### src/source/mont_config.svh
`ifndef MONT_CONFIG_SVH
`define MONT_CONFIG_SVH

// Operand layout
// Each stored word has WRD_BITS data bits and one carry bit on top
`define MONT_WRD_BITS 8
`define MONT_NUM_WRDS 4   // R = 2^(WRD_BITS*NUM_WRDS) = 2^32

// Modulus
// Odd and below R/4, so a start value below 2P keeps every
// intermediate result below 2P and inside the redundant words
`define MONT_P 32'h3FFF_FFFF

// Negated inverse of P mod R so that P * FACTOR = -1 mod R
`define MONT_FACTOR 32'h4000_0001

// Multiplier latency
// One stage of the squaring sequence per multiply
`define MONT_STAGE_CYCLES 2

// One squaring is SQR + QMUL + RED, so three stages
// First result shows up 3 * MONT_STAGE_CYCLES cycles after start

`endif

### src/source/stage_timer.sv
`timescale 1ns/1ps
`include "mont_config.svh"

module stage_timer (
  input  logic        i_clk,
  input  logic        i_rst,
  input  logic        i_clr,
  input  logic [15:0] i_iters,
  input  logic        i_load,
  input  logic        i_dec,
  output logic        o_stage_end,
  output logic        o_last_iter
);

  localparam int cnt_w = ($clog2(`MONT_STAGE_CYCLES) > 0) ? $clog2(`MONT_STAGE_CYCLES) : 1;

  logic [cnt_w-1:0] cnt_q;    // Cycle within the current stage
  logic [15:0]      iters_q;  // Squarings still to finish

  always_ff @(posedge i_clk) begin
    if (i_rst) begin
      cnt_q   <= '0;
      iters_q <= '0;
    end else begin
      // Stage counter wraps at the stage length
      if (i_clr || o_stage_end) begin
        cnt_q <= '0;
      end else begin
        cnt_q <= cnt_q + 1'b1;
      end

      if (i_load) begin
        iters_q <= i_iters;  // New run wins over a pending decrement
      end else if (i_dec && (iters_q != 16'd0)) begin
        iters_q <= iters_q - 16'd1;
      end
    end
  end

  assign o_stage_end = (cnt_q == cnt_w'(`MONT_STAGE_CYCLES - 1));
  assign o_last_iter = (iters_q == 16'd1);

endmodule

### config.mk
export PLATFORM = sky130hd
export DESIGN_NAME = stage_timer
export DESIGN_NICKNAME = d
export VERILOG_FILES = /design/src/source/stage_timer.sv
export VERILOG_INCLUDE_DIRS = /design/src /design/src/source
export SDC_FILE = /design/constraint.sdc
export NUM_CORES = 1
export LEC_CHECK = 0
export ABC_AREA = 1
export BUFFER_PORTS_ARGS = -buffer_cell sky130_fd_sc_hd__buf_2
export CAP_MARGIN = 20
export CORE_MARGIN = 1
export CORE_UTILIZATION = 36
export CTS_CLUSTER_DIAMETER = 50
export DETAILED_ROUTE_END_ITERATION = 8
export PLACE_DENSITY = 0.6
export REMOVE_ABC_BUFFERS = 1
export SLEW_MARGIN = 0
export SYNTH_ARGS = -nofsm -noshare
export SYNTH_HDL_FRONTEND = slang
export SYNTH_SLANG_ARGS = --single-unit
### constraint.sdc
create_clock -name i_clk -period 2.7 [get_ports i_clk]
set_input_delay 0 -clock i_clk [delete_from_list [all_inputs] [get_ports i_clk]]
set_output_delay 0 -clock i_clk [all_outputs]
set_load 0.02 [all_outputs]
==> flow_results.org <==
** Run status
- Status :: finished clean

** Critical path
- For the worst setup path, the data required time is slightly below 3000 ps.
- The worst setup path is launched from a flop.
- The worst setup path is captured at a flop.
- Setup slack on the worst reg-to-reg path comes out at 1160 ps.
- In this run the worst path has a maximum fanout of 7.
- Stage delay of the slowest cell on the critical path :: 380 ps
- Worst r2r src :: iters_q[0]
- R2r worst-path depth :: 11
- Data arrives at the worst endpoint at between 1500 and 2000 ps.
- The worst setup path is of the reg -> reg kind.
- The endpoint identified for the worst register-to-register timing path is iters_q[12].
- For this design, the slowest cell found on the critical path is dfxtp_1.
- Critical path, cell by cell :: inv_1, ha_1, nand2_4, nor2_8, nand2_4, nand3_4, inv_2, nand2_1, nand3_1, nand2_1, inv_1

** Synth
- Synthesis produced between 200 and 250 cells.
- Synth Area per Inst :: 6.32 µm²
- Proportion of register bits with asynchronous set or reset after synthesis :: 0%
- #FFs+latches synth :: 17
- Sequential share of the synthesized area :: between 20% and 30%
- EDFF count, synth :: 0
- The synthesized netlist contains 29 unique library cells.
- The synthesized netlist occupies a cell area of around 1300 µm².
- Count of yosys warnings during synthesis :: 0
- Among all flip-flop cells after synthesis, the most frequent one is dfxtp_1.

** Final layout
- Compared with the post-synthesis result, the final layout area differs by 18.3%.
- Once layout is complete, the utilization of the core stands at around 45%.
- Sequential cell area :: about 340 µm²
- Fillers :: 400
- The repair_antennas step left the layout with diodes totalling 0.
- Most common library cell in the layout ignoring fill and taps :: nand2_1
- Cells with a size suffix above 1 make up between 10% and 20% of the layout.
- In the final design database the tool counted about 250 nets.
- The finished layout holds 275 standard cells, fillers aside.
- In the final layout, the multi-input gates occupy ~840 µm².
- The top cell types in the final layout, fill and taps aside, are 57 x nand2_1, 38 x nor2_1, 22 x buf_2.
- Final std cell area, no fill :: 1500 µm²

** Detailed routing
- The detailed router finished its first iteration with 44 violations.
- After detailed routing, the average wire length per cell comes to ~11 µm.
- DR pass1 iterations :: 4
- The count of nets left with antenna violations once routing finished came out at 0.
- Vias :: between 1000 and 1500
- Summed over all layers, the routed wires come to approximately 3.0 mm.
- Using the TritonRoute via totals, the vias-per-cell ratio works out to around 4.5.
- DRC Markers :: 0

** Global route
- Global-route wire length before repair :: a little under 5 mm
- Via count of the first global-routing pass :: roughly 1100
- Overflow left after global routing :: 0
- Across every metal layer, demand over resource in global routing totals between 15 and 20%.
- Number of antenna violations at the first check in global routing :: 0
- Pin count of the biggest net entering global routing :: 18

** Min path
- In this run the most critical hold path is launched from i_iters[7].
- Hold Path Stages :: 5
- Hold crit path type :: in -> reg
- For hold timing, the worst endpoint is iters_q[7].

** Placement
- Port buffering added 22 buffers.
- Routability-driven placement congestion ratio :: about 0.76
- Worst slack after detailed placement :: 1170 ps
- Detailed-placement wirelength estimate :: between 2 and 2.5 mm
- Area post-placement :: between 1000 and 1500 µm²
- Once placement completed, the tool counted placed cells totaling between 200 and 300.

** CTS
- CTS built an H-tree with a depth of 1.
- Root buf cell :: clkbuf_4
- Clock tree synthesis found a total of 17 sinks.
- TritonCTS built the clock tree.
- Clock-pin slew was measured on the worst setup and hold paths at 110 ps.
- No sink is reached through more buffers than the 2 on the longest clock path.
- Latest clock arrival within the worst-skew pair :: 290 ps
- Clock tree synthesis inserted a total of 3 buffers.
- Gates resized during post-CTS repair numbered 0.

** STA
- Total count of max-transition violations in the final report :: 0
- Final period demand of the worst path :: ~1500 ps
- Between clock sinks in the finished design, the worst skew comes to between 6 and 7 ps.
- Setup repair after global routing left no endpoint under its margin.
- Derived from the worst setup path, the maximum achievable clock frequency is 650 MHz.
- Worst slew margin :: between 80% and 90%
- Post-route setup TNS :: 0 ps
- Final worst-path cycle share :: 57.0%
- For the pin with the worst max-slew slack, the measured transition is ~290 ps.
- Number of setup violations in the final report :: 0
- Across all hold checks on the routed design, the worst slack comes to 11.5 ps.
- Once routing completed, OpenROAD measured the worst setup slack at about 1200 ps.
- The final hold violation count came to 0.

** Floorplan
- Starting density of the core :: 37.8%
- In this run the count of I/O pins placed on the die edge is 23.
- The die covers about 3800 µm².
- Height of the die :: slightly above 60 µm
- Core footprint :: between 3000 and 4000 µm²
- Horizontal extent of the die :: slightly above 60 µm
- Number of rows in the core area :: 21

** Power
- LEAKAGE :: 0.740 nW
- Total Power Consumption :: between 0.6 and 0.7 mW
- For this design the ratio of total power to cell area is 450 nW/µm².
- Across the VDD grid, the largest voltage drop is ~0.00028 V.

** Job
- Max-cap check violation count :: 0
==> cell type report <==
type	count	share of cell area, %
Clock buffer	4	1.75
Inverter	20	5.49
Multi-Input combinational cell	161	55.7
Sequential cell	17	22.6
Tap cell	46	3.83
Timing Repair Buffer	27	10.6
==> cell families (layout without fill, tap and decap cells) <==
logic type	Yosys count	count (layout)	synth area share, %
AOI/OAI and AO/OA	19	19	8.86
xor gates and xnor gates	4	4	2.76
adders and majority gates	2	2	1.97
buffers and inverters	23	51	7.38
DFF	17	17	26.8
and+or+nand+nor	136	136	52.3
==> critical path: cells and delay by family, from the launching register on <==
family	cells	cell delay, ps
fa+ha+maj	1	250
flops	1	380
simple gates	7	590
buf+inv	3	270
==> state kept, by name, indices dropped and copies added, names as in the netlist <==
| signal | flops |
|---|---|
| iters_q | 16 |
| o_stage_end | 1 |
==> where the power goes <==
group          leakage, nW  internal [mW]  switching, mW
sequential           0.141          0.272         0.0258
combinational        0.584         0.0931          0.144
clock               0.0150         0.0575         0.0847
total                0.740          0.422          0.255
==> worst max-delay path by stage <==
stage | end | from | cells past startpoint
6_report | iters_q[12] | iters_q[0] | 11
5_1_grt | iters_q[11] | iters_q[0] | 11
4_1_cts | iters_q[12] | iters_q[0] | 11
3_5_place_dp | iters_q[12] | iters_q[0] | 11
3_3_place_gp | iters_q[11] | iters_q[0] | 11
2_1_floorplan | iters_q[1] | iters_q[0] | 10
==> routing by layer <==
layer | wire [µm] | share of wire [%] | track usage, % | vias to the layer above
met3 | 105 | 3.5 | 4.41 | 2
met4 | 24 | 0.80 | 3.81 | 0
met2 | 1390 | 47 | 29.8 | 21
met1 | 1460 | 49 | 23.8 | 525
met5 | 0 | 0 | 0 | -
li1 | - | - | - | 691
==> what timing repair did <==
item	4_1_cts	5_1_grt
endpoints found under the setup margin	0	0
hold buffers	5	0
hold endpoints to repair	5	0
setup buffers	0	0
==> cell usage after synthesis (all sizes together), types with 2 or more instances <==
cell type | n | share of area (%)
nand2 | 63 | 23
nor2 | 43 | 15
inv | 19 | 5.8
nand3 | 18 | 8.1
dfxtp | 17 | 27
o21ai | 10 | 3.9
a21oi | 8 | 4.3
nand3b | 5 | 3.0
nor3 | 5 | 2.0
clkbuf | 2 | 0.59
ha | 2 | 2.0
xnor2 | 2 | 1.4
xor2 | 2 | 1.4
Note: power is estimated with default switching activity, not from simulation.
