**src/source/mont_config.svh**
```systemverilog
`ifndef MONT_CONFIG_SVH
`define MONT_CONFIG_SVH

// Operand layout
// Each stored word has WRD_BITS data bits and one carry bit on top
`define MONT_WRD_BITS 8
`define MONT_NUM_WRDS 4   // R = 2^(WRD_BITS*NUM_WRDS) = 2^32

// Modulus
// Odd and below R/4, so a start value below 2P keeps every
// intermediate result below 2P and inside the redundant words
`define MONT_P 32'h3FFF_FFFF

// Negated inverse of P mod R so that P * FACTOR = -1 mod R
`define MONT_FACTOR 32'h4000_0001

// Multiplier latency
// One stage of the squaring sequence per multiply
`define MONT_STAGE_CYCLES 2

// One squaring is SQR + QMUL + RED, so three stages
// First result shows up 3 * MONT_STAGE_CYCLES cycles after start

`endif

```
**src/source/mont_pkg.sv**
```systemverilog
`include "mont_config.svh"

package mont_pkg;

  // Redundant operand with word 0 least significant
  // Word i carries weight 2^(WRD_BITS*i) and its top bit is the carry bit
  typedef logic [`MONT_NUM_WRDS-1:0][`MONT_WRD_BITS:0] redun_t;

  typedef struct packed {
    redun_t hi;  // Words NUM_WRDS .. 2*NUM_WRDS-1
    redun_t lo;  // Words 0 .. NUM_WRDS-1
  } prod_half_t;

  // Double width product
  // Squarer fills it word by word and controller reads it as two halves
  typedef union packed {
    logic [2*`MONT_NUM_WRDS-1:0][`MONT_WRD_BITS:0] wrd;
    prod_half_t half;
  } prod_u;

  typedef enum logic [1:0] {
    IDLE,
    SQR,   // T = a * a
    QMUL,  // q = T.lo * FACTOR mod R
    RED    // (T + q * P) / R
  } mont_state_e;

  // Plain integer to redundant form with all carry bits clear
  function automatic redun_t to_redun(
    input logic [`MONT_NUM_WRDS*`MONT_WRD_BITS-1:0] val
  );
    redun_t r;
    for (int i = 0; i < `MONT_NUM_WRDS; i++) begin
      r[i] = {1'b0, val[i*`MONT_WRD_BITS +: `MONT_WRD_BITS]};
    end
    return r;
  endfunction

endpackage

```
**src/source/half_mul.sv**
```systemverilog
`timescale 1ns/1ps
`include "mont_config.svh"

module half_mul
  import mont_pkg::*;
(
  input  logic   i_clk,
  input  redun_t i_a,
  input  redun_t i_b,
  input  redun_t i_add,
  input  logic   i_upper,
  output redun_t o_out
);

  localparam int num_wrds = `MONT_NUM_WRDS;
  localparam int wrd_bits = `MONT_WRD_BITS;
  localparam int prod_w   = 2 * (wrd_bits + 1);
  localparam int col_w    = prod_w + $clog2(num_wrds);

  logic [2*num_wrds-2:0][col_w-1:0]    col_c;
  logic [2*num_wrds-2:0][col_w-1:0]    col_q;
  redun_t                              add_q;    // Addend follows its operands
  logic                                upper_q;
  logic [prod_w-1:0]                   pp;
  logic [col_w:0]                      acc;
  logic [col_w:0]                      carry;
  logic [2*num_wrds-1:0][wrd_bits-1:0] full_c;   // Normalized product
  logic [wrd_bits+2:0]                 sum;
  logic [wrd_bits+2:0]                 sum_cy;
  redun_t                              hi_c;
  redun_t                              lo_c;

  always_comb begin
    col_c = '0;
    pp    = '0;
    for (int i = 0; i < num_wrds; i++) begin
      for (int j = 0; j < num_wrds; j++) begin
        pp         = i_a[i] * i_b[j];
        col_c[i+j] = col_c[i+j] + pp;
      end
    end
  end

  always_ff @(posedge i_clk) begin
    col_q   <= col_c;
    add_q   <= i_add;
    upper_q <= i_upper;
  end

  always_comb begin
    carry = '0;
    acc   = '0;
    for (int k = 0; k < 2*num_wrds-1; k++) begin
      acc       = col_q[k] + carry;
      full_c[k] = acc[wrd_bits-1:0];
      carry     = acc >> wrd_bits;
    end
    full_c[2*num_wrds-1] = carry[wrd_bits-1:0];

    // Upper words plus the addend with the last carry in the top carry bit
    sum_cy = '0;
    sum    = '0;
    for (int i = 0; i < num_wrds; i++) begin
      sum     = full_c[num_wrds+i] + add_q[i] + sum_cy;
      hi_c[i] = {1'b0, sum[wrd_bits-1:0]};
      sum_cy  = sum >> wrd_bits;
    end
    hi_c[num_wrds-1][wrd_bits] = sum_cy[0];

    for (int i = 0; i < num_wrds; i++) begin
      lo_c[i] = {1'b0, full_c[i]};
    end
  end

  always_ff @(posedge i_clk) begin
    o_out <= upper_q ? hi_c : lo_c;
  end

endmodule

```
**config.mk**
```make
export PLATFORM = sky130hd
export DESIGN_NAME = half_mul
export DESIGN_NICKNAME = d
export VERILOG_FILES = /design/src/source/mont_pkg.sv /design/src/source/half_mul.sv
export VERILOG_INCLUDE_DIRS = /design/src /design/src/source
export SDC_FILE = /design/constraint.sdc
export NUM_CORES = 2
export LEC_CHECK = 0
export ABC_AREA = 1
export BUFFER_PORTS_ARGS = -buffer_cell sky130_fd_sc_hd__buf_2
export CAP_MARGIN = 0
export CORE_MARGIN = 2
export CORE_UTILIZATION = 71
export CTS_CLUSTER_DIAMETER = 100
export DETAILED_ROUTE_END_ITERATION = 7
export PLACE_DENSITY = 0.91
export REMOVE_ABC_BUFFERS = 1
export SYNTH_ARGS = -nofsm -noshare
export SYNTH_HDL_FRONTEND = slang
export SYNTH_SLANG_ARGS = --single-unit
```
**constraint.sdc**
```tcl
create_clock -name i_clk -period 18 [get_ports i_clk]
set_input_delay 0.9 -clock i_clk [delete_from_list [all_inputs] [get_ports i_clk]]
set_output_delay 0.9 -clock i_clk [all_outputs]
set_load 0.02 [all_outputs]
```
==> run_results.csv <==
group,metric,value,unit
status,outcome,"finished with violations",
status,violations,"design-rule violations",
placed_design,hpwl,118000,um
timing,maxSlewHeadroom,21.1,%
floorplanning,dieArea,81900,sq um
critical_path,worst_setup_path_start_kind,"register",
floorplanning,die_h,286,um
routing,finalWirelength,156000,um
routing,wl_per_cell,18.3,um
timing,tns,0,ns
routing,drtPass1Iterations,8,
global_routing,grt_pass1_vias,51400,
critical_path,cp_max_fo,6,
synth,ys_seq_elements,202,
synth,synth_cells,7525,
timing,maxSlewViolCount,0,
cts,cts_buffers,18,
timing,layout_min_cycle_time,11.70,ns
timing,whs,0.423,ns
cts,cts.path.max_buffers,3,
timing,setup_viol,0,
floorplanning,core_area,78900,sq um
timing,worstMarginPinSlew,1.18,ns
routing,drcViolationCount,1,
floorplanning,initial_core_util,71.7,%
global_routing,grt_overflow,0,
cts,cts.repair.resized,0,
floorplanning,dieWidth,286,um
cts,clock_latency,0.52,ns
cells_and_area,drive_gt1_share,3.47,%
critical_path,arrival,12.08,ns
synth,synth.avg_cell_area,7.52,sq um
placed_design,place.port_buffers,142,
critical_path,crit_start,"col_q[8]$_DFF_P_",
critical_path,crit_type,"reg2reg",
placed_design,gp_congestion,0.998,
cts,clkTransAtPathRegs,0.08,ns
synth,ys_types,40,
placed_design,dp_cells,8475,
worst_hold_path,hp-start,"col_q[1]$_DFF_P_",
floorplanning,ios,146,
synth,ys_warn_count,0,
routing,first_iter_violations,4731,
critical_path,end_kind,"register",
cts,root_buffer,"clkbuf_16",
synth,netlist_area,56600,sq um
timing,period_share,65.0,%
critical_path,crit_required,18.39,ns
cts,cts.htree.levels,1,
cells_and_area,syn_to_final_growth,3.36,%
worst_hold_path,hp-class,"reg2reg",
global_routing,grt_use_total,39.6,%
synth,synth_edf_count,0,
global_routing,grt_first_pass_wirelength,256000,um
critical_path,cpPeakStageDelay,0.47,ns
global_routing,grt_antenna_before_repair,4,
synth,synth-main-ff-cell,"dfxtp_1",
cells_and_area,final_cell_count_no_fill,8509,
timing,skew,0.0196,ns
floorplanning,row_count,103,
run,cap_violations,0,
timing,hold_viol,0,
routing,vias_per_cell,5.59,
routing,vias,47600,
critical_path,slowest_stage,"fa_1",
critical_path,crit_top_cell,"nand2_1",
cells_and_area,nets,9308,
timing,rsz0062_at_grt,"no",
routing,postRouteAntennaNets,0,
cts,cts_tree,"yes",
global_routing,grt_max_degree,40,
critical_path,regToRegStartpoint,"col_q[8]$_DFF_P_",
synth,ys_async_sr_fraction,0,%
cts,cts_hold_buf,0,
cts,cts_sinks,202,
timing,fmax,85.5,MHz
synth,ys_seq_area_share,7.15,%
cts,postCtsSetupBuffers,0,
==> routing by layer <==
metal | routed length [um] | part of all wire (%) | track usage, %
met1 | 54500 | 35 | 49.1
met2 | 70200 | 45 | 63.9
met3 | 21300 | 14 | 10.1
met4 | 10100 | 6.4 | 21.0
met5 | 99 | 0.063 | 0.756
==> placed cells by master (no fill, tap or decap), types with 3 or more instances in the layout <==
cell type,synthesis,routed
o21ai_0,66,66
a21oi_1,179,179
fa_1,1075,1075
nor3_1,30,30
clkbuf_16,0,19
buf_2,6,142
and2_1,9,9
nor2_1,166,166
a21o_1,13,13
conb_1,1,3
nand4_1,28,28
clkinv_2,0,3
nand2_2,15,15
o21bai_1,14,14
xor2_1,90,90
nand3b_1,20,20
buf_4,3,53
nand3_1,193,193
xnor2_1,18,18
inv_1,2138,2138
clkinv_4,0,3
nand2_1,2249,2249
and3_1,6,6
ha_1,678,678
dfxtp_1,202,202
a31oi_1,4,4
nor2_2,5,5
o21a_1,6,6
o21ai_2,5,5
or2_1,3,3
==> per-stage QoR <==
stage,setup slack [ns],area [sq um],util [%]
floorplan,7.60,55400,-
finish,6.30,58500,74.1
CTS,6.35,58500,74.1
global placement,6.73,57900,73.4
global route,5.14,58500,74.1
detailed placement,6.35,57900,73.4
==> cell usage after synthesis, types with 30 or more instances <==
master	n	area (sq um)
nand2_1	2249	8440
inv_1	2138	8030
fa_1	1075	21500
ha_1	678	8480
clkbuf_1	287	1080
dfxtp_1	202	4040
nand3_1	193	966
a21oi_1	179	896
nor2_1	166	623
xor2_1	90	788
o21ai_0	66	330
nor3_1	30	150
==> registers in the layout, summed over array words and instances, names as in the netlist <==
signal	count
col_q	132
add_q	36
upper_q	1
o_out	33
==> path summary, 6_finish.rpt <==
path | endpoint | slack, ns | cells after the start
worst max-delay path | o_out[32]$_DFF_P_ | 6.30 | 73
worst min-delay path | o_out[1]$_DFF_P_ | 0.42 | 2
worst max register to register | o_out[32]$_DFF_P_ | 6.30 | 73
worst min register to register | o_out[1]$_DFF_P_ | 0.42 | 2
==> final cells by class <==
cell class,instances,area [sq um]
Inverter,2140,8030
Fill cell,5663,20400
Sequential cell,202,4040
Multi-Input combinational cell,4888,43400
Timing Repair Buffer,195,1110
Clock buffer,22,497
Clock inverter,10,103
Antenna cell,2,5.00
Tap cell,1050,1310
==> logic make-up (layout without fill, tap and decap cells) <==
logic type,Yosys count,in the layout,synth area share [%]
AND/OR/NAND/NOR,2731,2731,19.1
buffers and inverters,2437,2367,16.2
adder cells (fa/ha/maj),1753,1753,53.0
AO/OA/AOI/OAI,293,293,2.81
flip-flops,202,202,7.15
XOR/XNOR,108,108,1.67
other,1,5,0.00663
==> critical path: cells and delay by family (launching register included) <==
| kind | cells | cell delay (ns) |
|---|---|---|
| xor gates and xnor gates | 3 | 0.53 |
| and+or+nand+nor | 31 | 2.71 |
| AOI/OAI and AO/OA | 7 | 1.02 |
| adders and majority gates | 17 | 5.76 |
| DFF | 1 | 0.31 |
| buffers and inverters | 15 | 1.26 |
Power is not shown: default switching activity piles up to over one toggle a cycle in this logic, so the estimate is an artifact.
