## src/source/mont_config.svh

```systemverilog
`ifndef MONT_CONFIG_SVH
`define MONT_CONFIG_SVH

// Operand layout
// Each stored word has WRD_BITS data bits and one carry bit on top
`define MONT_WRD_BITS 8
`define MONT_NUM_WRDS 4   // R = 2^(WRD_BITS*NUM_WRDS) = 2^32

// Modulus
// Odd and below R/4, so a start value below 2P keeps every
// intermediate result below 2P and inside the redundant words
`define MONT_P 32'h3FFF_FFFF

// Negated inverse of P mod R so that P * FACTOR = -1 mod R
`define MONT_FACTOR 32'h4000_0001

// Multiplier latency
// One stage of the squaring sequence per multiply
`define MONT_STAGE_CYCLES 2

// One squaring is SQR + QMUL + RED, so three stages
// First result shows up 3 * MONT_STAGE_CYCLES cycles after start

`endif

```

## src/source/mont_pkg.sv

```systemverilog
`include "mont_config.svh"

package mont_pkg;

  // Redundant operand with word 0 least significant
  // Word i carries weight 2^(WRD_BITS*i) and its top bit is the carry bit
  typedef logic [`MONT_NUM_WRDS-1:0][`MONT_WRD_BITS:0] redun_t;

  typedef struct packed {
    redun_t hi;  // Words NUM_WRDS .. 2*NUM_WRDS-1
    redun_t lo;  // Words 0 .. NUM_WRDS-1
  } prod_half_t;

  // Double width product
  // Squarer fills it word by word and controller reads it as two halves
  typedef union packed {
    logic [2*`MONT_NUM_WRDS-1:0][`MONT_WRD_BITS:0] wrd;
    prod_half_t half;
  } prod_u;

  typedef enum logic [1:0] {
    IDLE,
    SQR,   // T = a * a
    QMUL,  // q = T.lo * FACTOR mod R
    RED    // (T + q * P) / R
  } mont_state_e;

  // Plain integer to redundant form with all carry bits clear
  function automatic redun_t to_redun(
    input logic [`MONT_NUM_WRDS*`MONT_WRD_BITS-1:0] val
  );
    redun_t r;
    for (int i = 0; i < `MONT_NUM_WRDS; i++) begin
      r[i] = {1'b0, val[i*`MONT_WRD_BITS +: `MONT_WRD_BITS]};
    end
    return r;
  endfunction

endpackage

```

## src/source/redun_squarer.sv

```systemverilog
`timescale 1ns/1ps
`include "mont_config.svh"

module redun_squarer
  import mont_pkg::*;
(
  input  logic   i_clk,
  input  redun_t i_a,
  output prod_u  o_prod
);

  localparam int num_wrds = `MONT_NUM_WRDS;
  localparam int wrd_bits = `MONT_WRD_BITS;
  localparam int prod_w   = 2 * (wrd_bits + 1);             // One word by word product
  localparam int col_w    = prod_w + $clog2(num_wrds);      // Room for a full column

  logic [2*num_wrds-2:0][col_w-1:0] col_c;
  logic [2*num_wrds-2:0][col_w-1:0] col_q;
  logic [prod_w-1:0]                pp;
  logic [col_w:0]                   acc;
  logic [col_w:0]                   carry;
  prod_u                            fold_c;

  // Column sums of all word pairs
  // A square has mirrored cross terms that are taken once and doubled
  always_comb begin
    col_c = '0;
    pp    = '0;
    for (int i = 0; i < num_wrds; i++) begin
      pp            = i_a[i] * i_a[i];
      col_c[2*i]    = col_c[2*i] + pp;
      for (int j = i + 1; j < num_wrds; j++) begin
        pp           = i_a[i] * i_a[j];
        col_c[i+j]   = col_c[i+j] + {pp, 1'b0};  // Cross term counts twice
      end
    end
  end

  always_ff @(posedge i_clk) begin
    col_q <= col_c;
  end

  // Fold column overflow into the next word
  always_comb begin
    carry = '0;
    acc   = '0;
    for (int k = 0; k < 2*num_wrds-1; k++) begin
      acc           = col_q[k] + carry;
      fold_c.wrd[k] = {1'b0, acc[wrd_bits-1:0]};
      carry         = acc >> wrd_bits;
    end
    // What is left lands in the top word, carry bit included
    fold_c.wrd[2*num_wrds-1] = carry[wrd_bits:0];
  end

  // Second register makes the product valid two cycles after i_a
  always_ff @(posedge i_clk) begin
    o_prod <= fold_c;
  end

endmodule

```

## config.mk

```make
export PLATFORM = sky130hd
export DESIGN_NAME = redun_squarer
export DESIGN_NICKNAME = d
export VERILOG_FILES = /design/src/source/mont_pkg.sv /design/src/source/redun_squarer.sv
export VERILOG_INCLUDE_DIRS = /design/src /design/src/source
export SDC_FILE = /design/constraint.sdc
export NUM_CORES = 2
export LEC_CHECK = 0
export BUFFER_PORTS_ARGS = -buffer_cell sky130_fd_sc_hd__buf_2
export CAP_MARGIN = 20
export CORE_UTILIZATION = 35
export CTS_CLUSTER_SIZE = 24
export DETAILED_ROUTE_END_ITERATION = 16
export PLACE_DENSITY_LB_ADDON = 0.15
export SYNTH_ARGS = -nofsm -noshare
export SYNTH_HDL_FRONTEND = slang
export SYNTH_SLANG_ARGS = --single-unit
```

## constraint.sdc

```tcl
create_clock -name i_clk -period 11.7 [get_ports i_clk]
set_input_delay 1.17 -clock i_clk [delete_from_list [all_inputs] [get_ports i_clk]]
set_output_delay 1.17 -clock i_clk [all_outputs]
set_load 0.01 [all_outputs]
```

==> reports/metrics.csv <==
stage;metric;value;unit
logic_synthesis;FFs w/ async S/R, synth;0;%
cts;worst skew pair latency;0.53;ns
critical_path;CP most frequent cell;ha_1;
cells_and_area;most common cell after layout, fill and taps aside;inv_1;
floorplan;Core ar.;90600;sq um
critical_path;critical path's slowest cell;a211oi_1;
routing;Final ANT Viol Nets;0;
cells_and_area;layout cells sized above 1;5.92;%
logic_synthesis;EDFF count, synth;0;
cts;CTS tree;yes;
placement;gpl congestion;0.814;
global_routing;largest net degree at the start of global routing;39;
cells_and_area;ANT cells;0;
cts;TritonCTS buffer count;17;
sta;worst slew pin tran;0.697;ns
critical_path;CP max stage delay;0.45;ns
floorplan;Die W;305;um
routing;WL final;78900;um
routing;Detailed Routing Iterations Pass 1;5;
global_routing;vias in the first global route;24700;
cts;H-tree levels;4;
cts;Clock Path Buffers;2;
logic_synthesis;Netlist cell types;74;
critical_path;CP top delay family;compound AO/OA/AOI/OAI gates;
global_routing;global-route wire length before repair;132000;um
sta;final period utilization;93.3;%
logic_synthesis;yosys warns;0;
logic_synthesis;Seq cells post-synth;192;
floorplan;num ports;109;
flow_run;Max Cap Violations;0;
routing;DRC errors left;0;
floorplan;die area;93200;sq um
logic_synthesis;Post-Syn Area per Cell;8.87;sq um
sta;Hold Fails Final Rpt;0;
routing;Via density;4.77;
hold_path;Tightest Hold Check Type;reg2reg;
logic_synthesis;Seq/Total Area, Yosys;11.9;%
floorplan;Die H;305;um
floorplan;initial core utilization;35.6;%
sta;setup skew after layout;0.0153;ns
sta;setup TNS;0;ns
floorplan;Row Count;110;
placement;DP HPWL;59600;um
global_routing;Overall Global Routing Usage;18.0;%
critical_path;Startpoint Class;flip-flop;
global_routing;GRT overflow;0;
sta;Slew Limit Fails;0;
critical_path;Worst Path Arrival;11.34;ns
cts;# hold bufs at CTS;0;
critical_path;Bufs and invs on worst path;3;
cells_and_area;nets@finish;4624;
routing;Initial DRC Count;1140;
routing;Routed WL per cell;16.3;um
cells_and_area;Synth-to-Final Area Change;7.31;%
sta;min Tclk post-route;10.91;ns
run_status;outcome;finished clean;
critical_path;CP Class;reg2reg;
global_routing;initial antenna violation count;3;
logic_synthesis;Cells after Synth;3629;
sta;fmax;91.6;MHz
logic_synthesis;cell area after synthesis;32200;sq um
sta;RSZ-0062 raised after global routing;no;
critical_path;CP max FO;5;
cts;Worst-path clk slew;0.08;ns
placement;IO buf count;100;
sta;Slew Limit Headroom;53.2;%
critical_path;worst path required time;12.12;ns
cts;clock tree root buffer cell;clkbuf_16;
critical_path;Worst setup EP type;flip-flop;
sta;Final setup viols;0;
cts;CTS sink cnt;192;
routing;via count;23100;
logic_synthesis;prevailing post-synth register cell;dfxtp_1;
cells_and_area;most frequent cells in the layout;inv_1, fa_1, ha_1, nand2_1, and2_1;
[layer usage]
metal | vias to the layer above | routed length, um | GRT usage [%]
met5 | - | 32 | 0
met4 | 4 | 1260 | 4.36
met3 | 53 | 2190 | 2.40
met2 | 259 | 35600 | 29.2
met1 | 11400 | 39800 | 25.3
li1 | 11400 | - | -
[cells by family (layout without fill, tap and decap cells)]
group	after synthesis	in the layout	share of synthesized area [%]
XOR/XNOR	241	241	6.56
adder cells (fa/ha/maj)	934	934	47.3
other	1	8	0.0116
multiplexers	5	5	0.171
buffers and inverters	802	832	9.44
AO/OA/AOI/OAI	454	454	9.42
flip-flops	192	192	11.9
AND/OR/NAND/NOR	1000	1000	15.2
[worst paths after layout]
kind | startpoint | end | slack [ns] | cells past startpoint
setup / recovery | col_q[9] | o_prod[69] | 0.79 | 48
hold / removal | col_q[2] | o_prod[2] | 0.33 | 0
setup reg to reg | col_q[9] | o_prod[69] | 0.79 | 48
hold reg to reg | col_q[2] | o_prod[2] | 0.33 | 0
[through the flow]
step / setup slack (ns) / cell area [sq um] / utilization [%] / std cells / hold slack (ns)
finish: 0.788 / 34600 / 38.2 / 4842 / 0.335
global route: 0.0109 / 34600 / 38.2 / 4842 / 0.337
CTS: 0.602 / 34500 / 38.1 / 4841 / 0.336
detailed placement: 0.670 / 33900 / 37.5 / 4809 / 0.315
global placement: 0.692 / 33900 / 37.5 / 4809 / 0.312
floorplan: 2.71 / 32200 / - / 3636 / 0.310
[cell usage after synthesis, types with 3 or more instances]
cell | instances | area (sq um)
o21ai_0 | 71 | 355
o22ai_1 | 7 | 43.8
a21o_1 | 51 | 383
a31o_2 | 4 | 35.0
ha_1 | 463 | 5790
clkbuf_1 | 133 | 499
nor3_1 | 34 | 170
a31oi_1 | 10 | 62.6
fa_1 | 471 | 9430
o2111ai_1 | 4 | 35.0
o21bai_1 | 21 | 158
a211oi_2 | 4 | 50.1
o211ai_1 | 14 | 105
buf_4 | 8 | 60.1
a211oi_1 | 17 | 128
nand2_1 | 398 | 1490
dfxtp_1 | 192 | 3840
nand4_1 | 7 | 43.8
a41oi_1 | 3 | 26.3
nor2b_1 | 40 | 250
a311oi_1 | 3 | 26.3
and3_1 | 19 | 119
a2111oi_2 | 3 | 45.0
or2_2 | 12 | 75.1
and2_1 | 290 | 1810
o21ai_1 | 7 | 35.0
nand2b_1 | 18 | 113
xnor2_1 | 179 | 1570
a21oi_2 | 3 | 26.3
nand3_1 | 32 | 160
or3_1 | 6 | 37.5
o31a_1 | 8 | 70.1
inv_1 | 661 | 2480
xor2_1 | 62 | 543
o21a_1 | 40 | 300
mux2_2 | 4 | 45.0
o31ai_1 | 6 | 45.0
and4_1 | 5 | 43.8
nor2_1 | 127 | 477
a21boi_0 | 6 | 45.0
a21oi_1 | 143 | 716
[worst reg2reg max path, delay by kind of cell (launching register included)]
family,cells,cell delay [ns]
compound gates,22,5.31
fa+ha+maj,7,2.26
simple gates,10,1.78
xor+xnor,6,0.87
flops,1,0.32
buf+inv,3,0.30
[repair_timing]
action                                  4_1_cts  5_1_grt
gates resized for setup                       0        4
endpoints found under the setup margin        0        8
setup buffers                                 0        1
[final cells by class]
class | count | area [sq um]
Tap cell | 1176 | 1470
Timing Repair Buffer | 139 | 793
Sequential cell | 192 | 3840
Fill cell | 9447 | 56000
Multi-Input combinational cell | 2642 | 25400
Clock buffer | 18 | 429
Clock inverter | 14 | 170
Inverter | 661 | 2480
[state kept, by name (all words and copies together) (netlist names)]
signal  flops
col_q     128
o_prod     64
Power is left out: the tool's default activity adds up to more than one toggle a clock period on the data nets, which glitch-free logic cannot reach.
