**src/source/mont_config.svh**
```systemverilog
`ifndef MONT_CONFIG_SVH
`define MONT_CONFIG_SVH

// Operand layout
// Each stored word has WRD_BITS data bits and one carry bit on top
`define MONT_WRD_BITS 8
`define MONT_NUM_WRDS 4   // R = 2^(WRD_BITS*NUM_WRDS) = 2^32

// Modulus
// Odd and below R/4, so a start value below 2P keeps every
// intermediate result below 2P and inside the redundant words
`define MONT_P 32'h3FFF_FFFF

// Negated inverse of P mod R so that P * FACTOR = -1 mod R
`define MONT_FACTOR 32'h4000_0001

// Multiplier latency
// One stage of the squaring sequence per multiply
`define MONT_STAGE_CYCLES 2

// One squaring is SQR + QMUL + RED, so three stages
// First result shows up 3 * MONT_STAGE_CYCLES cycles after start

`endif

```
**src/source/mont_pkg.sv**
```systemverilog
`include "mont_config.svh"

package mont_pkg;

  // Redundant operand with word 0 least significant
  // Word i carries weight 2^(WRD_BITS*i) and its top bit is the carry bit
  typedef logic [`MONT_NUM_WRDS-1:0][`MONT_WRD_BITS:0] redun_t;

  typedef struct packed {
    redun_t hi;  // Words NUM_WRDS .. 2*NUM_WRDS-1
    redun_t lo;  // Words 0 .. NUM_WRDS-1
  } prod_half_t;

  // Double width product
  // Squarer fills it word by word and controller reads it as two halves
  typedef union packed {
    logic [2*`MONT_NUM_WRDS-1:0][`MONT_WRD_BITS:0] wrd;
    prod_half_t half;
  } prod_u;

  typedef enum logic [1:0] {
    IDLE,
    SQR,   // T = a * a
    QMUL,  // q = T.lo * FACTOR mod R
    RED    // (T + q * P) / R
  } mont_state_e;

  // Plain integer to redundant form with all carry bits clear
  function automatic redun_t to_redun(
    input logic [`MONT_NUM_WRDS*`MONT_WRD_BITS-1:0] val
  );
    redun_t r;
    for (int i = 0; i < `MONT_NUM_WRDS; i++) begin
      r[i] = {1'b0, val[i*`MONT_WRD_BITS +: `MONT_WRD_BITS]};
    end
    return r;
  endfunction

endpackage

```
**src/source/mont_ctrl.sv**
```systemverilog
`timescale 1ns/1ps
`include "mont_config.svh"

module mont_ctrl
  import mont_pkg::*;
(
  input  logic   i_clk,
  input  logic   i_rst,
  input  logic   i_start,
  input  redun_t i_x,
  input  logic   i_stage_end,
  input  logic   i_last_iter,
  input  prod_u  i_sq_prod,
  input  redun_t i_hm_out,
  output logic   o_tmr_clr,
  output logic   o_iter_load,
  output logic   o_iter_dec,
  output redun_t o_sq_a,
  output redun_t o_hm_a,
  output redun_t o_hm_b,
  output redun_t o_hm_add,
  output logic   o_hm_upper,
  output redun_t o_result,
  output logic   o_val,
  output logic   o_done,
  output logic   o_busy
);

  mont_state_e state_q;
  redun_t      t_hi_q;     // Upper half of T as addend in RED
  logic        t_lo_nz_q;  // T.lo nonzero
  redun_t      q_c;

  assign o_tmr_clr   = i_start;
  assign o_iter_load = i_start;
  assign o_iter_dec  = (state_q == RED) && i_stage_end;
  assign o_busy      = (state_q != IDLE);
  assign o_hm_upper  = (state_q == QMUL);  // Upper half wanted for the RED result

  // Operands go in on the last cycle of the previous stage
  // A fresh start value wins over the fed back result
  assign o_sq_a = i_start ? i_x : i_hm_out;

  always_comb begin
    q_c = i_hm_out;
    q_c[`MONT_NUM_WRDS-1][`MONT_WRD_BITS] = 1'b0;  // Keeps q below R

    // T.lo + q*P is a multiple of R, so it carries exactly one into
    // the upper half unless T.lo is zero
    o_hm_add    = t_hi_q;
    o_hm_add[0] = t_hi_q[0] + {{`MONT_WRD_BITS{1'b0}}, t_lo_nz_q};

    if (state_q == QMUL) begin
      o_hm_a = q_c;
      o_hm_b = to_redun(`MONT_P);
    end else begin
      o_hm_a = i_sq_prod.half.lo;  // Valid in the last SQR cycle
      o_hm_b = to_redun(`MONT_FACTOR);
    end
  end

  always_ff @(posedge i_clk) begin
    if (i_rst) begin
      state_q  <= IDLE;
      o_result <= '0;
      o_val    <= 1'b0;
      o_done   <= 1'b0;
    end else begin
      o_val  <= 1'b0;
      o_done <= 1'b0;
      case (state_q)
        SQR: if (i_stage_end) state_q <= QMUL;
        QMUL: if (i_stage_end) state_q <= RED;
        RED: begin
          if (i_stage_end) begin
            o_result <= i_hm_out;
            o_val    <= 1'b1;
            if (i_last_iter) begin
              state_q <= IDLE;
              o_done  <= 1'b1;
            end else begin
              state_q <= SQR;  // Result is already on the squarer input
            end
          end
        end
        default: state_q <= IDLE;
      endcase

      // Restart aborts any run in progress
      if (i_start) begin
        state_q <= SQR;
        o_val   <= 1'b0;
        o_done  <= 1'b0;
      end
    end
  end

  // T captured at the end of SQR
  always_ff @(posedge i_clk) begin
    if ((state_q == SQR) && i_stage_end) begin
      t_hi_q    <= i_sq_prod.half.hi;
      t_lo_nz_q <= |i_sq_prod.half.lo;
    end
  end

endmodule

```
**config.mk**
```make
export PLATFORM = sky130hd
export DESIGN_NAME = mont_ctrl
export DESIGN_NICKNAME = d
export VERILOG_FILES = /design/src/source/mont_pkg.sv /design/src/source/mont_ctrl.sv
export VERILOG_INCLUDE_DIRS = /design/src /design/src/source
export SDC_FILE = /design/constraint.sdc
export NUM_CORES = 1
export LEC_CHECK = 0
export ABC_CLOCK_PERIOD_IN_PS = 3300
export BUFFER_PORTS_ARGS = -buffer_cell sky130_fd_sc_hd__buf_4
export CAP_MARGIN = 20
export CORE_AREA = 2 2 130 132
export DETAILED_ROUTE_END_ITERATION = 10
export DIE_AREA = 0 0 132 134
export PLACE_DENSITY = 0.64
export SLEW_MARGIN = 20
export SYNTH_ARGS = -nofsm -noshare
export SYNTH_HDL_FRONTEND = slang
export SYNTH_SLANG_ARGS = --single-unit
```
**constraint.sdc**
```tcl
create_clock -name i_clk -period 3.3 [get_ports i_clk]
set_clock_uncertainty 0.1 [all_clocks]
set_input_delay 0.495 -clock i_clk [delete_from_list [all_inputs] [get_ports i_clk]]
set_output_delay 0.495 -clock i_clk [all_outputs]
set_load 0.05 [all_outputs]
```
==> flow_summary.toml <==
[timing]
slew_headroom_pct = 42.1
rsz0062_at_grt = "false"
tightestPinTransition_ns = 0.869
finalCritPeriodShare_pct = 85.2
max_freq_mhz = 356
final-hold-violation-count = 0
finalSetupViolCount = 0
fin_tns_setup_ns = 0
report.final.slew_viol_count = 0
fin_crit_ns = 2.81

[final_layout]
stdcell_count = 888
drive_above_1_share_pct = 63.5
diodes = 0
final_cell_mix = "buf_4, nand2_1, mux2_2, dfxtp_1, edfxtp_1"
layout_commonest_cell = "buf_4"
area_growth_syn_to_layout_pct = 63.2
final_nets = 818

[place]
portBuffers = 329
routabilityCongestion = 0.813
dp_hpwl_mm = 11.3
dpl.cell_count = 872

[grt]
antenna_found_initial = 0
grt-ovfl-total = 0
grt_busiest_layer = "met2"
grtUsageMet2_pct = 27.7
use_met3_pct = 4.95
grt_pass1_vias = 3594
grt_max_degree = 53
grt_pass1_wl_mm = 20.8
grt_use_total_pct = 15.6
grtUsageMet1_pct = 18.1

[synth]
postSynthCellCount = 399
synth_warnings = 0
synth-seq-cells = 77
avgSynthCellArea_um2 = 10.3
yosys.area.top_type = "edfxtp_1"
synth_area_um2 = 4120
ys_seq_area_share_pct = 46.4
synth_area_leaders = "edfxtp_1, dfxtp_1, mux2_2"
synth_top_area_share_pct = 27.0
synth_cell_types = 25

[clock_tree]
cts_hold_buf = 0
clk_path_buf_depth = 2
cts_buffers = 9
postCtsSetupBuffers = 0
cts_tree = "done"
htree_num_levels = 3
cts.sinks = 77
path_clk_slew_ns = 0.06
cts-resized-gates = 0
clock_latency_ns = 0.34
root_buffer = "clkbuf_16"

[setup_path]
crit_start = "state_q[0]"
rr_endpoint = "state_q[0]"
critical_path_class = "flip-flop to output pin"
reg2reg_depth = 6
cp_max_fo = 52
critPathCaptureType = "output pin"
crit_arrival_ns = 2.22
r2r_setup_slack_ns = 1.08
cp-start-kind = "flip-flop"
reg2reg_from = "state_q[0]"
required_ns = 2.70
crit_end = "o_hm_a[7]"

[die]
die-area_um2 = 17700
core-area_um2 = 16300
initial_core_util_pct = 25.3
rows = 47
fp.dieH_um = 134
io_pins = 336
die_w_um = 132

[routing]
drt_first_iter_violations = 88
wl_mm = 14.6
num_vias = 3770
drc = 0
antenna_left = 0
first_pass_iters = 4
routedWlPerCell_um = 16.5
vias_per_cell = 4.25

[flow_run]
cap_violations = 0

[power_and_ir_drop]
worst_ir_drop_vdd_mv = 0.228
p_leak_nw = 2.98
power.density_nw_per_um2 = 475

[worst_hold_path]
hold_class = "input pin to flip-flop"
hold_depth = 1

[outcome]
outcome = "finished, final reports clean"
==> flip-flops by register name, indices dropped and copies added (netlist names) <==
register,flops
state_q,2
o_done,1
t_lo_nz_q,1
o_val,1
o_hm_add,27
t_hi_q,9
o_result,36
==> logic make-up after synthesis <==
family | share of synthesized area, %
xor+xnor | 1.49
buf+inv | 14.4
mux | 19.4
fa+ha+maj | 1.82
compound gates | 5.35
simple gates | 10.9
other cells | 0.182
flops | 46.4
==> area by class of cell <==
cell class	instances	area (um^2)
fill	1632	9570
timing repair buffer	332	2500
sequential	77	1910
multi-input combinational	237	1630
tap	220	275
clock buffer	9	225
clock inverter	7	145
inverter	6	22.5
==> layer usage <==
metal / part of all wire, % / vias to the layer above / wire [um]
met2: 51 / 206 / 7410
li1: - / 1831 / -
met5: 0 / - / 0
met3: 7.6 / 9 / 1110
met1: 41 / 1724 / 5960
met4: 1.1 / 0 / 160
==> synthesized netlist by cell type (all sizes together) <==
library cell	n
buf	79
nor2b	2
dfxtp	40
xnor2	2
nand4	1
edfxtp	37
a21oi	36
nor2	3
xor2	5
clkbuf	4
and2	2
nand2	78
a211oi	2
ha	6
nor3	4
or3	2
conb	2
mux2	71
inv	6
nand3	5
nor4	9
o21ai	2
a2111oi	1
==> critical path, stage by stage (launching register included) <==
cell     delay (ns)
dfxtp_1        0.34
inv_1          0.12
ha_2           0.52
buf_12         0.30
mux2_2         0.37
buf_4          0.19
==> power by group <==
group,switching (W),total (W),internal [W],leakage [nW]
combinational,0.000587,0.000913,0.000326,2.14
sequential,0.0000109,0.00104,0.00103,0.662
clock,0.000414,0.00123,0.000821,0.177
total,0.00101,0.00319,0.00218,2.98
==> per-stage QoR <==
| step | utilization [%] | hold WS, ns | total power, W | setup WS, ns | cell area, um^2 |
|---|---|---|---|---|---|
| after floorplan | - | 0.394 | 0.00167 | 0.231 | 4130 |
| final | 41.2 | 0.230 | 0.00319 | 0.488 | 6720 |
| after CTS | 41.2 | 0.212 | 0.00324 | 0.464 | 6720 |
| after global placement | 39.0 | 0.342 | 0.00198 | 0.888 | 6350 |
| after global routing | 41.2 | 0.210 | 0.00330 | 0.347 | 6720 |
| after detailed placement | 39.0 | 0.347 | 0.00198 | 0.850 | 6350 |
==> worst min path at each step <==
stage,slack [ns],from,endpoint
3_3_place_gp,0.34,o_result[0],o_result[0]
3_5_place_dp,0.35,o_result[32],o_result[32]
2_1_floorplan,0.39,state_q[1],state_q[1]
6_report,0.23,i_sq_prod[47],o_hm_add[11]
4_1_cts,0.21,i_sq_prod[57],o_hm_add[21]
5_1_grt,0.21,i_sq_prod[47],o_hm_add[11]
No activity file was read; power rests on OpenSTA's default activity.
